`config.mk`:
```
export PLATFORM = sky130hd
export DESIGN_NAME = post_hash_pe_scheduler
export DESIGN_NICKNAME = d
export VERILOG_FILES = /design/src/hash_sched_pkg.sv /design/src/hash_row_merge.sv /design/src/reorder_crossbar.sv /design/src/hash_row_synchronizer.sv /design/src/post_hash_pe_scheduler.sv
export SDC_FILE = /design/constraint.sdc
export NUM_CORES = 1
export LEC_CHECK = 0
export BUFFER_PORTS_ARGS = -buffer_cell sky130_fd_sc_hd__buf_2
export CAP_MARGIN = 20
export CORE_MARGIN = 2
export CORE_UTILIZATION = 30
export DETAILED_ROUTE_END_ITERATION = 7
export GPL_ROUTABILITY_DRIVEN = 0
export PLACE_DENSITY = 0.44
export SYNTH_ARGS = -nofsm -noshare
export SYNTH_HDL_FRONTEND = slang
export SYNTH_SLANG_ARGS = --single-unit
export TNS_END_PERCENT = 100
```
`constraint.sdc`:
```
create_clock -name clk -period 25.3 [get_ports clk]
set_input_delay 1.265 -clock clk [delete_from_list [all_inputs] [get_ports clk]]
set_output_delay 1.265 -clock clk [all_outputs]
set_load 0.02 [all_outputs]
```
`src/hash_sched_pkg.sv`:
```
package hash_sched_pkg;

    localparam int NUM_HASH_PE          = 4;
    localparam int ROW_SIZE             = 2;
    localparam int HASH_ISSUE_WIDTH     = NUM_HASH_PE;
    localparam int ISSUE_LOG2           = 2;
    localparam int ADDR_WIDTH           = 16;
    localparam int META_MATCH_LEN_WIDTH = 4;

    localparam int QUEUE_DEPTH          = 4;
    localparam int QUEUE_PTR_WIDTH      = $clog2(QUEUE_DEPTH);
    localparam int QUEUE_CNT_WIDTH      = ISSUE_LOG2 + 1;

    // One history candidate from a hash row
    typedef struct packed {
        logic                            valid;
        logic [ADDR_WIDTH-1:0]           addr;
        logic [META_MATCH_LEN_WIDTH-1:0] meta_len;
        logic                            can_ext;
    } hist_entry_t;

    typedef struct packed {
        logic [ADDR_WIDTH-1:0]      addr;
        logic                       delim;
        logic [7:0]                 data;
        hist_entry_t [ROW_SIZE-1:0] row;
    } pe_lane_t;

    typedef struct packed {
        logic [NUM_HASH_PE-1:0]  mask;
        pe_lane_t [NUM_HASH_PE-1:0] lane;
    } pe_beat_t;

    typedef struct packed {
        logic [ADDR_WIDTH-1:0] addr;
        logic                  delim;
        logic [7:0]            data;
        hist_entry_t           hist;  // Best candidate of the row
    } merged_lane_t;

    typedef struct packed {
        logic [NUM_HASH_PE-1:0]         mask;
        merged_lane_t [NUM_HASH_PE-1:0] lane;
    } merged_beat_t;

    typedef struct packed {
        hist_entry_t hist;
        logic [7:0]  data;
    } issue_slot_t;

    typedef struct packed {
        logic [ADDR_WIDTH-1:0]             head_addr;
        logic [HASH_ISSUE_WIDTH-1:0]       row_valid;
        issue_slot_t [HASH_ISSUE_WIDTH-1:0] slot;
        logic                              delim;
    } issue_row_t;

endpackage

```
`src/hash_row_merge.sv`:
```
`timescale 1ns/1ns

module hash_row_merge
    import hash_sched_pkg::*;
(
    input  logic         clk,
    input  logic         rst_n,

    input  logic         in_valid,
    input  pe_beat_t     in_beat,
    output logic         in_ready,

    output logic         out_valid,
    output merged_beat_t out_beat,
    input  logic         out_ready
);

    merged_beat_t merged_d;
    logic         in_fire;

    // Longest valid meta length wins, strict compare keeps the lower index on a tie
    function automatic hist_entry_t pick_best(input hist_entry_t [ROW_SIZE-1:0] row);
        hist_entry_t best;
        best = '0;
        for (int k = 0; k < ROW_SIZE; k++) begin
            if (row[k].valid) begin
                if (!best.valid || (row[k].meta_len > best.meta_len)) begin
                    best = row[k];
                end
            end
        end
        return best;
    endfunction

    always_comb begin
        merged_d.mask = in_beat.mask;
        for (int i = 0; i < NUM_HASH_PE; i++) begin
            merged_d.lane[i].addr  = in_beat.lane[i].addr;
            merged_d.lane[i].delim = in_beat.lane[i].delim;
            merged_d.lane[i].data  = in_beat.lane[i].data;
            merged_d.lane[i].hist  = pick_best(in_beat.lane[i].row);
        end
    end

    // Register is free when empty or drained this cycle
    assign in_ready = !out_valid || out_ready;
    assign in_fire  = in_valid && in_ready;

    always_ff @(posedge clk) begin
        if (!rst_n) begin
            out_valid <= 1'b0;
        end else if (in_ready) begin
            out_valid <= in_valid;
        end
    end

    always_ff @(posedge clk) begin
        if (in_fire) begin
            out_beat <= merged_d;  // Payload only
        end
    end

endmodule

```
`src/reorder_crossbar.sv`:
```
`timescale 1ns/1ns

module reorder_crossbar
    import hash_sched_pkg::*;
(
    input  logic         clk,
    input  logic         rst_n,

    input  logic         in_valid,
    input  merged_beat_t in_beat,
    output logic         in_ready,

    output logic         out_valid,
    output issue_row_t   out_row,
    input  logic         out_ready
);

    issue_row_t row_d;
    logic       in_fire;

    // Active lanes land in the slot named by their low address bits
    always_comb begin
        logic [ISSUE_LOG2-1:0] slot_idx;
        row_d    = '0;
        slot_idx = '0;
        for (int i = 0; i < NUM_HASH_PE; i++) begin
            if (in_beat.mask[i]) begin
                slot_idx                  = in_beat.lane[i].addr[ISSUE_LOG2-1:0];
                row_d.row_valid[slot_idx] = 1'b1;
                row_d.slot[slot_idx].hist = in_beat.lane[i].hist;
                row_d.slot[slot_idx].data = in_beat.lane[i].data;
                row_d.delim               = row_d.delim | in_beat.lane[i].delim;
                // All active lanes share the upper bits
                row_d.head_addr = {in_beat.lane[i].addr[ADDR_WIDTH-1:ISSUE_LOG2],
                                   {ISSUE_LOG2{1'b0}}};
            end
        end
    end

    assign in_ready = !out_valid || out_ready;
    assign in_fire  = in_valid && in_ready;

    always_ff @(posedge clk) begin
        if (!rst_n) begin
            out_valid <= 1'b0;
        end else if (in_ready) begin
            out_valid <= in_valid;
        end
    end

    always_ff @(posedge clk) begin
        if (in_fire) begin
            out_row <= row_d;
        end
    end

endmodule

```
`src/hash_row_synchronizer.sv`:
```
`timescale 1ns/1ns

module hash_row_synchronizer
    import hash_sched_pkg::*;
(
    input  logic                       clk,
    input  logic                       rst_n,

    input  logic [QUEUE_CNT_WIDTH-1:0] cfg_max_queued_req_num,

    input  logic                       in_valid,
    input  issue_row_t                 in_row,
    output logic                       in_ready,

    output logic                       out_valid,
    output issue_row_t                 out_row,
    input  logic                       out_ready
);

    issue_row_t                 mem [QUEUE_DEPTH];
    logic [QUEUE_PTR_WIDTH-1:0] wr_ptr;
    logic [QUEUE_PTR_WIDTH-1:0] rd_ptr;
    logic [QUEUE_CNT_WIDTH-1:0] count;
    logic                       wr_en;
    logic                       rd_en;
    issue_row_t                 head_row;

    // Limit meters requests waiting on the match units
    assign in_ready  = count < cfg_max_queued_req_num;
    assign out_valid = count != '0;
    assign wr_en     = in_valid && in_ready;
    assign rd_en     = out_valid && out_ready;

    always_ff @(posedge clk) begin
        if (wr_en) begin
            mem[wr_ptr] <= in_row;
        end
    end

    always_ff @(posedge clk) begin
        if (!rst_n) begin
            wr_ptr <= '0;
            rd_ptr <= '0;
            count  <= '0;
        end else begin
            if (wr_en) begin
                if (wr_ptr == QUEUE_PTR_WIDTH'(QUEUE_DEPTH - 1)) begin
                    wr_ptr <= '0;
                end else begin
                    wr_ptr <= wr_ptr + 1'b1;
                end
            end
            if (rd_en) begin
                if (rd_ptr == QUEUE_PTR_WIDTH'(QUEUE_DEPTH - 1)) begin
                    rd_ptr <= '0;
                end else begin
                    rd_ptr <= rd_ptr + 1'b1;
                end
            end
            case ({wr_en, rd_en})
                2'b10:   count <= count + 1'b1;
                2'b01:   count <= count - 1'b1;
                default: count <= count;
            endcase
        end
    end

    assign head_row = mem[rd_ptr];

    // Empty slots never present a valid candidate
    always_comb begin
        out_row = head_row;
        for (int s = 0; s < HASH_ISSUE_WIDTH; s++) begin
            out_row.slot[s].hist.valid = head_row.slot[s].hist.valid & head_row.row_valid[s];
        end
    end

endmodule

```
`src/post_hash_pe_scheduler.sv`:
```
`timescale 1ns/1ns

module post_hash_pe_scheduler
    import hash_sched_pkg::*;
(
    input  logic                       clk,
    input  logic                       rst_n,

    input  logic [QUEUE_CNT_WIDTH-1:0] cfg_max_queued_req_num,

    input  logic                       input_valid,
    input  pe_beat_t                   input_beat,
    output logic                       input_ready,

    output logic                       output_valid,
    output issue_row_t                 output_row,
    input  logic                       output_ready
);

    logic         merge_valid;
    merged_beat_t merge_beat;
    logic         merge_ready;

    logic         rc_valid;
    issue_row_t   rc_row;
    logic         rc_ready;

    hash_row_merge merge_inst (
        .clk       (clk),
        .rst_n     (rst_n),
        .in_valid  (input_valid),
        .in_beat   (input_beat),
        .in_ready  (input_ready),
        .out_valid (merge_valid),
        .out_beat  (merge_beat),
        .out_ready (merge_ready)
    );

    reorder_crossbar rc_inst (
        .clk       (clk),
        .rst_n     (rst_n),
        .in_valid  (merge_valid),
        .in_beat   (merge_beat),
        .in_ready  (merge_ready),
        .out_valid (rc_valid),
        .out_row   (rc_row),
        .out_ready (rc_ready)
    );

    hash_row_synchronizer sync_inst (
        .clk                    (clk),
        .rst_n                  (rst_n),
        .cfg_max_queued_req_num (cfg_max_queued_req_num),
        .in_valid               (rc_valid),
        .in_row                 (rc_row),
        .in_ready               (rc_ready),
        .out_valid              (output_valid),
        .out_row                (output_row),
        .out_ready              (output_ready)
    );

endmodule

```
After elaboration in Yosys (flattened, before gate mapping)
Memory sizes are Yosys's and may differ from the RTL's. A register that Yosys moved wholly into a read port is not among the register bits.
Cells that the tools add are included.
- add/subtract/negate cells: 4
- multipliers: 0
- div/mod/pow operators: 0
- $lt $le $gt $ge: 13
- equal/unequal tests: 4
- shift-type cells: 0
- mux-type cells: 54
- bitwise operators: 11
- reductions and logical operators: 23
- operator list (kind ; count):
    bitwise mux 120 bit ; 7
    2-to-1 mux 141 bit ; 4
    demux 30 bit (select 2 bit) ; 8
    2-to-1 mux 22 bit ; 12
    bitwise AND 120 bit ; 1
    2-to-1 mux 30 bit ; 4
    2-to-1 mux 8 bit ; 4
    > comparator 4 bit ; 4
    less-than comparator 2 x 3 -> 1 bit (second input constant) ; 4
    bitwise OR 4 bit ; 3
    demux 1 bit (select 2 bit) ; 4
    >= comparator 2 x 1 -> 1 bit (second input constant) ; 4
    logical AND 1 bit ; 8
    2-to-1 mux 2 bit ; 4
    equality test 2 bit (second input constant) ; 3
    logical NOT 1 bit ; 6
    logical OR 1 bit ; 6
    2-to-1 mux 1 bit ; 6
    one-hot mux 3 bit (2 select lines) ; 1
    adder 2 x 1 -> 2 bit (second input constant) ; 2
    bitwise AND 1 bit ; 4
    adder 3 x 1 -> 3 bit (second input constant) ; 1
    less-than comparator 3 bit ; 1
    bitwise OR 1 bit ; 3
    5 further kinds ; 5
- register bits after elaboration: 342
- bits in latches: 0
- bits in writable memories: 564
- ROM bits: 0
- input bits: 287
- output and inout bits: 143
- logic and storage cells: 168
- memories: 1
- memories (name ; depth ; width ; rd ports ; clocked after Yosys merged registers in ; wr ports ; line ; source):
    sync_inst.mem ; 4 ; 141 ; 1 ; 1 ; 1 ; hash_row_synchronizer.sv:20 ; issue_row_t mem [QUEUE_DEPTH];

Longest topological paths before layout
Gate-level depths: netlist (run 1).
- depth in word-level cells: 16
- mapped depth: 12
- gate-level depth less buffers: 12

Cells and area by module
Synthesis (run 1) repeated with hierarchy kept, for this count alone.
- cells, all modules: 2254
- area total of the unflattened synthesis: 38413.1 sq um
- by module, submodules not included (module ; times used ; cells an instance ; area each (sq um) ; seq. area each (sq um)):
    hash_row_synchronizer ; 1 ; 800 ; 21060.2 ; 17116.4
    reorder_crossbar ; 1 ; 937 ; 9496.6 ; 4194.0
    hash_row_merge ; 1 ; 517 ; 7856.3 ; 5785.5

Worst setup path before layout (run 1)
OpenSTA, ideal clock, no wires.
- path type: input port to flip-flop
- from: input cfg_max_queued_req_num[2]
- to: register merge_inst.out_beat[0] in the netlist's numbering (enable)
- setup time: 0.771 ns
- arrival time: 10.531 ns
- required time: 24.529 ns
- path slack: 13.998 ns
- stages on the path: 6
- buffers on the path: 0
- path through: inv_1 -> ha_1 -> a21oi_1 -> o21ai_0 -> and3_1 -> nor2b_1
- longest elaborated chain between the ends: 4
- RTL lines (element ; line ; source):
    from (decl) ; post_hash_pe_scheduler.sv:9 ; input logic [QUEUE_CNT_WIDTH-1:0] cfg_max_queued_req_num,
    less-than comparator 3 bit ; hash_row_synchronizer.sv:29 ; assign in_ready = count < cfg_max_queued_req_num;
    logical OR 1 bit ; reorder_crossbar.sv:40 ; assign in_ready = !out_valid || out_ready;
    logical OR 1 bit ; hash_row_merge.sv:46 ; assign in_ready = !out_valid || out_ready;
    logical AND 1 bit ; hash_row_merge.sv:47 ; assign in_fire = in_valid && in_ready;
    named net merge_inst.in_fire ; hash_row_merge.sv:19 ; logic in_fire;
    to (signal assigned) ; hash_row_merge.sv:59 ; out_beat <= merged_d;
    to (decl) ; hash_row_merge.sv:14 ; output merged_beat_t out_beat,
The timed path passes the listed nets, and every way through them passes these cells.
A chain may end at the register's enable or synchronous reset.

Final worst setup path (run 1)
- from: input cfg_max_queued_req_num[2]
- to: register merge_inst.out_beat[75] in the netlist's numbering (enable)
Same word-level chain as after synthesis.

==> flow_metrics.tcl, run 1 <==
set metrics [dict create \
    drtIter0Drc 2269 \
    vias 20900 \
    outcome "finished, final reports clean" \
    fin_crit_sh_pct 18.9 \
    setup_viol 0 \
    cts_buffers 101 \
    firstDrtPassIters 8 \
    drv_cap 0 \
    htree_levels 3 \
    first_global_vias 21400 \
    finalHoldViolCount 0 \
    ys_ff_latch 898 \
    avgSynthCellArea_um2 18.3 \
    seqCellArea_mm2 0.0269 \
    drt-total-wl_um 121000 \
    netlist_area_mm2 0.0358 \
    clk_pin_slew_ns 0.06 \
    synth_cells 1954 \
    pwr-share-comb_pct 13.5 \
    worstSkewPairLatency_ns 0.70 \
    die_h_um 349 \
    grt_use_total_pct 19.5 \
    synth.area.top_cells "edfxtp_1 (74%), mux4_2 (8.8%), a221oi_1 (2.6%)" \
    core_area_mm2 0.118 \
    p_switching_uw 959 \
    yosysTopAreaCell "edfxtp_1" \
    timing.hold.ws_ns 0.471 \
    synth_cell_types 45 \
    async_flop_share_pct 0 \
    power_frac_clock_pct 37.8 \
    setup_ws_ns 20.52 \
    cts.sinks 898 \
    synth-edff-count 887 \
    clockRootBuffer "clkbuf_16" \
    ys.flop_type "edfxtp_1" \
    postCtsResizedCells 0 \
    fp-row-count 126 \
    fmax_ghz 0.209 \
    tightest_slew_ns 1.15 \
    ir_drop_mv 0.0558 \
    p_leak_nw 14.8 \
    ctsLongestPathBuffers 3 \
    dp.final_hpwl_um 81600 \
    worstSetupEndpointType "flop" \
    nNetsFinal 2709 \
    antenna_found_initial 12 \
    grt_overflow 0 \
    yosysWarnings 0 \
    crit_arrival_ns 5.06 \
    io_buffers 427 \
    dieArea_mm2 0.122 \
    hp-class "reg2reg" \
    yosysSeqAreaShare_pct 75.1 \
    postCtsSetupRepairBufs 0 \
    final_max_slew_viol_count 0 \
    num_io_pins 430 \
    power.density_mw_per_mm2 85.2 \
    dpl-instance-area_mm2 0.0397 \
    worst_hold_path.num_cells 0 \
    required_ns 25.59 \
    slew_headroom_pct 23.3 \
    yosys.area.top_type_share_pct 74.5 \
    drtAntennaViolNets 0 \
    rr_worst_depth 8 \
    grt_pass1_wl_um 167000 \
    n_fill_cell 11200 \
    power.share.sequential_pct 48.7 \
    final_cell_area_mm2 0.0428 \
    p_int_mw 2.69 \
    fin_setup_tns_ns 0 \
    drc 0 \
    ctsHoldBuffers 0 \
    drive_gt1_share_pct 32.7 \
    worstPathMaxFanout 68 \
    fp.dieW_um 349 \
    grt_setup_unrepaired "false" \
    post-place-ws_ns 19.84 \
    grt_max_degree 69 \
    switching_share_pct 26.3 \
    critPathLaunchType "input pin" \
    multi_input_area_mm2 0.00815 \
    cts_tree "done" \
    period_needed_ns 4.78 \
    fin_skew_ns 0.0522 \
    wl_per_cell_um 30.1 \
    syn_to_final_growth_pct 19.8 \
    vias_per_cell 5.20 \
    initial_core_util_pct 30.3 \
    worst-setup-path-type "in2reg" \
]
==> cells by family after synthesis <==
logic type | share of synthesized area (%)
DFF | 75.1
adders and majority gates | 0.896
buffers and inverters | 2.50
muxes | 11.1
other | 0.0105
AOI/OAI and AO/OA | 6.65
xor gates and xnor gates | 0.0490
and+or+nand+nor | 3.65
==> stage by stage <==
| stage | utilization [%] | power, mW | instances |
|---|---|---|---|
| 3_3_place_gp | 33.6 | 2.31 | 3829 |
| 2_1_floorplan | - | 2.08 | 1955 |
| 6_report | 36.3 | 3.65 | 4017 |
| 4_1_cts | 36.3 | 3.70 | 4015 |
| 3_5_place_dp | 33.6 | 2.31 | 3829 |
| 5_1_grt | 36.3 | 3.78 | 4016 |
==> power groups by stage <==
| stage | clock network (mW) | registers, mW | logic (mW) |
|---|---|---|---|
| finish | 1.38 | 1.78 | 0.492 |
| global route | 1.47 | 1.78 | 0.526 |
| CTS | 1.42 | 1.78 | 0.509 |
| detailed placement | 0 | 1.81 | 0.507 |
| global placement | 0 | 1.80 | 0.506 |
| floorplan | 0 | 1.77 | 0.309 |
==> area by class of cell <==
class | count | area share (%)
sequential | 898 | 62.7
multi-input combinational | 837 | 19.0
clock buffer | 127 | 6.23
timing repair buffer | 462 | 5.65
tap | 1536 | 4.49
clock inverter | 59 | 1.05
inverter | 97 | 0.850
antenna | 1 | 0.00584
==> cell usage after synthesis, types with 3 or more instances <==
cell type / number
nand3_1: 11
and3_1: 3
mux4_2: 139
and2_1: 15
mux2_2: 4
o221a_2: 29
edfxtp_1: 887
dfxtp_1: 11
or3_1: 6
ha_1: 24
clkbuf_1: 71
nand3b_1: 5
nor2b_1: 21
a31oi_1: 3
o22ai_1: 91
a221o_1: 29
inv_1: 97
a21oi_1: 4
a221oi_1: 105
nand2_1: 113
buf_2: 40
buf_4: 5
nor2_1: 94
o21ai_0: 9
buf_1: 7
nand2b_1: 5
mux2i_1: 81
o31ai_1: 14
a21boi_0: 4
or2_2: 7
==> layout by cell type, fill, tap and decap left out, types with 6 or more instances in the layout <==
| cell type | instances |
|---|---|
| clkbuf_1 | 24 |
| clkinv_2 | 21 |
| buf_2 | 427 |
| clkbuf_16 | 103 |
| nor2b_1 | 18 |
| inv_1 | 97 |
| nand2_1 | 108 |
| ha_1 | 24 |
| mux4_2 | 139 |
| mux2i_1 | 81 |
| nor2_1 | 92 |
| o31ai_1 | 14 |
| dfxtp_1 | 9 |
| a221o_1 | 29 |
| nand3_1 | 10 |
| edfxtp_1 | 887 |
| o221a_2 | 29 |
| clkinv_1 | 25 |
| buf_4 | 34 |
| a221oi_1 | 105 |
| or2_2 | 7 |
| o21ai_0 | 9 |
| o22ai_1 | 91 |
| or3_1 | 6 |
| and2_1 | 11 |
==> routing by layer <==
metal | vias to the layer above | routed length [um] | global-route usage [%] | part of all wire [%]
met5 | - | 7 | 0 | 0.0058
met2 | 1051 | 58000 | 32.0 | 48
li1 | 8848 | - | - | -
met1 | 10800 | 50800 | 26.5 | 42
met4 | 2 | 2690 | 5.01 | 2.2
met3 | 168 | 9270 | 3.92 | 7.7
==> worst max-delay path: stages <==
cell and delay, ns:
buf_2 0.08, inv_1 0.03, ha_1 0.30, a21oi_1 0.16
o21ai_0 0.17, and3_1 0.28, nor2b_4 0.11, buf_4 0.63
buf_4 0.81, buf_4 0.84
==> path summary, 6_finish.rpt <==
check | startpoint | endpoint | slack [ns]
worst max-delay path | cfg_max_queued_req_num[2] | merge_inst.out_beat[75] | 20.52
worst min-delay path | rc_inst.out_row[50] | sync_inst.mem[2][50] | 0.47
worst max register to register | sync_inst.count[2] | merge_inst.out_beat[75] | 20.91
worst min register to register | rc_inst.out_row[50] | sync_inst.mem[2][50] | 0.47
==> sequential cells by signal (all words and copies together), names as in the netlist, named ones only <==
register              cells
merge_inst.out_beat     192
rc_inst.out_valid         1
rc_inst.out_row         139
sync_inst.rd_ptr          2
merge_inst.out_valid      1
sync_inst.wr_ptr          2
sync_inst.mem           556
sync_inst.count           3
Note: power is estimated with default switching activity, not from simulation.
==> run 2: changes to the inputs <==
==> constraint.sdc (replaced) <==
create_clock -name clk -period 4.9 [get_ports clk]
set_input_delay 0.245 -clock clk [delete_from_list [all_inputs] [get_ports clk]]
set_output_delay 0.245 -clock clk [all_outputs]
set_load 0.02 [all_outputs]
==> run 2 against run 1 <==
  * Clock power grew to 5.2 times the previous value
  * Via count grew 4.6%
  * Total power rose to 5.2 times the previous value
  * Global-route usage is 0.44 points lower
  * Sequential cell count stayed put
  * Clock skew fell by 0.029 ns
  * Highest routed layer is now met4
  * Critical path depth shrank 4
  * Worst hold slack worse by 0.45 ns
==> flow_metrics.tcl, run 2 (synthesis results as in run 1) <==
set metrics [dict create \
    outcome "finished, final reports clean" \
    p_int_mw 14.2 \
    dieArea_mm2 0.122 \
    drtIter0Drc 2228 \
    power.density_mw_per_mm2 419 \
    final_common_cell "edfxtp_1" \
    io_buffers 427 \
    largest_reg_flops 556 \
    reg_top3 "sync_inst.mem: 556 flops, merge_inst.out_beat: 192 flops, rc_inst.out_row: 139 flops" \
    power.total_mw 19.1 \
    postCtsResizedCells 0 \
    drt-total-wl_um 119000 \
    ir_drop_mv 0.262 \
    grt_overflow 0 \
    switching_share_pct 25.8 \
    p_leak_nw 16.0 \
    die_h_um 349 \
    first_global_vias 22000 \
    worst-setup-path-type "reg2reg" \
    dp.final_hpwl_um 80900 \
    cts_buffers 97 \
    fin_crit_sh_pct 69.4 \
    antenna_found_initial 13 \
    wl_per_cell_um 27.8 \
    vias 21800 \
    clockRootBuffer "clkbuf_16" \
    drtAntennaViolNets 0 \
    grt_max_degree 64 \
    vias_per_cell 5.11 \
    slew_headroom_pct 23.2 \
    fp.dieW_um 349 \
    power_frac_clock_pct 37.6 \
    worstPathMaxFanout 34 \
    place_inst 3836 \
    grt_use_total_pct 19.1 \
    final_max_slew_viol_count 0 \
    power.share.sequential_pct 47.9 \
    crit_arrival_ns 3.80 \
    period_needed_ns 3.40 \
    grt_pass1_wl_um 165000 \
    initial_core_util_pct 30.3 \
    syn_to_final_growth_pct 27.6 \
    ctsLongestPathBuffers 3 \
    fmax_ghz 0.294 \
    fp-row-count 126 \
    finalHoldViolCount 0 \
    drc 0 \
    nNetsFinal 2974 \
    drive_gt1_share_pct 29.6 \
    required_ns 5.30 \
    cts.sinks 898 \
    clk_pin_slew_ns 0.06 \
    grt_setup_unrepaired "false" \
    setup_viol 0 \
    num_io_pins 430 \
    stdcell_count 4275 \
    critPathLaunchType "flop" \
    core_area_mm2 0.118 \
    hp-class "in2reg" \
    p_switching_mw 4.94 \
    drv_cap 0 \
    tightest_slew_ns 1.15 \
    worstSetupEndpointType "flop" \
    fin_skew_ns 0.0232 \
    regMostFlops "sync_inst.mem" \
    pwr-share-comb_pct 14.5 \
    final_cell_mix "edfxtp_1 (887), buf_2 (427), dlygate4sd3_1 (263), mux4_2 (139), nand2_1 (108)" \
    worstSkewPairLatency_ns 0.68 \
    fin_setup_tns_ns 0 \
    htree_levels 3 \
    firstDrtPassIters 6 \
    cts_tree "done" \
]
-- run 2: cell count changes in the layout (fill, tap and decap cells not counted), moves of 3 or more --
cell,before,now
buf_12,0,12
buf_4,34,28
bufinv_16,4,9
clkbuf_1,24,27
clkbuf_16,103,98
clkinv_1,25,15
clkinv_2,21,11
clkinvlp_4,0,6
dlygate4sd3_1,0,263
-- run 2: power by group through the flow --
stage / sequential, mW / combinational [mW] / clock [mW]
2_1_floorplan: 9.13 / 1.60 / 0
3_3_place_gp: 9.30 / 2.64 / 0
3_5_place_dp: 9.31 / 2.65 / 0
4_1_cts: 9.15 / 2.85 / 7.36
5_1_grt: 9.18 / 2.96 / 7.66
6_report: 9.15 / 2.78 / 7.19
-- run 2: repair_timing --
item,CTS,global route
buffers inserted,0,0
hold buffers,263,0
hold endpoints to repair,199,0
-- run 2: worst paths after layout --
kind                                    to  cells past startpoint  slack, ns                startpoint
setup / recovery       rc_inst.out_row[21]                      6       1.50  merge_inst.out_beat[191]
hold / removal    merge_inst.out_beat[156]                      3       0.02           input_beat[244]
setup reg to reg       rc_inst.out_row[21]                      6       1.50  merge_inst.out_beat[191]
hold reg to reg       sync_inst.mem[0][79]                      0       0.49       rc_inst.out_row[79]
-- run 2: final cells by class --
type | count | area, um^2
fillers | 10900 | 72400
repair buffers | 731 | 5250
clock buffers | 126 | 2570
clock inverters | 47 | 509
diodes | 3 | 7.51
flip-flops and latches | 898 | 26900
multi-input cells | 837 | 8150
inverters | 97 | 364
well taps | 1536 | 1920
-- run 2: per-layer routing --
| layer | track usage [%] | vias up | part of all wire [%] |
|---|---|---|---|
| met2 | 31.8 | 1032 | 48 |
| met4 | 5.18 | 0 | 2.4 |
| met1 | 25.8 | 11300 | 43 |
| li1 | - | 9372 | - |
| met3 | 3.24 | 147 | 6.5 |
| met5 | 0 | - | 0 |
-- run 2: through the flow --
| step | worst slack [ns] | area, um^2 | hold WS (ns) | util, % |
|---|---|---|---|---|
| floorplan | 0.154 | 35800 | 0.344 | - |
| global placement | 1.62 | 39900 | 0.422 | 33.8 |
| detailed placement | 1.51 | 39900 | 0.423 | 33.8 |
| CTS | 1.51 | 45600 | 0.0000228 | 38.6 |
| global route | 1.48 | 45600 | 0.00748 | 38.6 |
| finish | 1.50 | 45600 | 0.0189 | 38.6 |
-- run 2: worst max-delay path, cell delays in order, from the launching register on --
cell	delay [ns]
edfxtp_1	0.32
buf_4	0.32
or3b_2	0.48
buf_4	0.32
or3b_2	1.01
o22ai_1	0.20
nor2_1	0.43
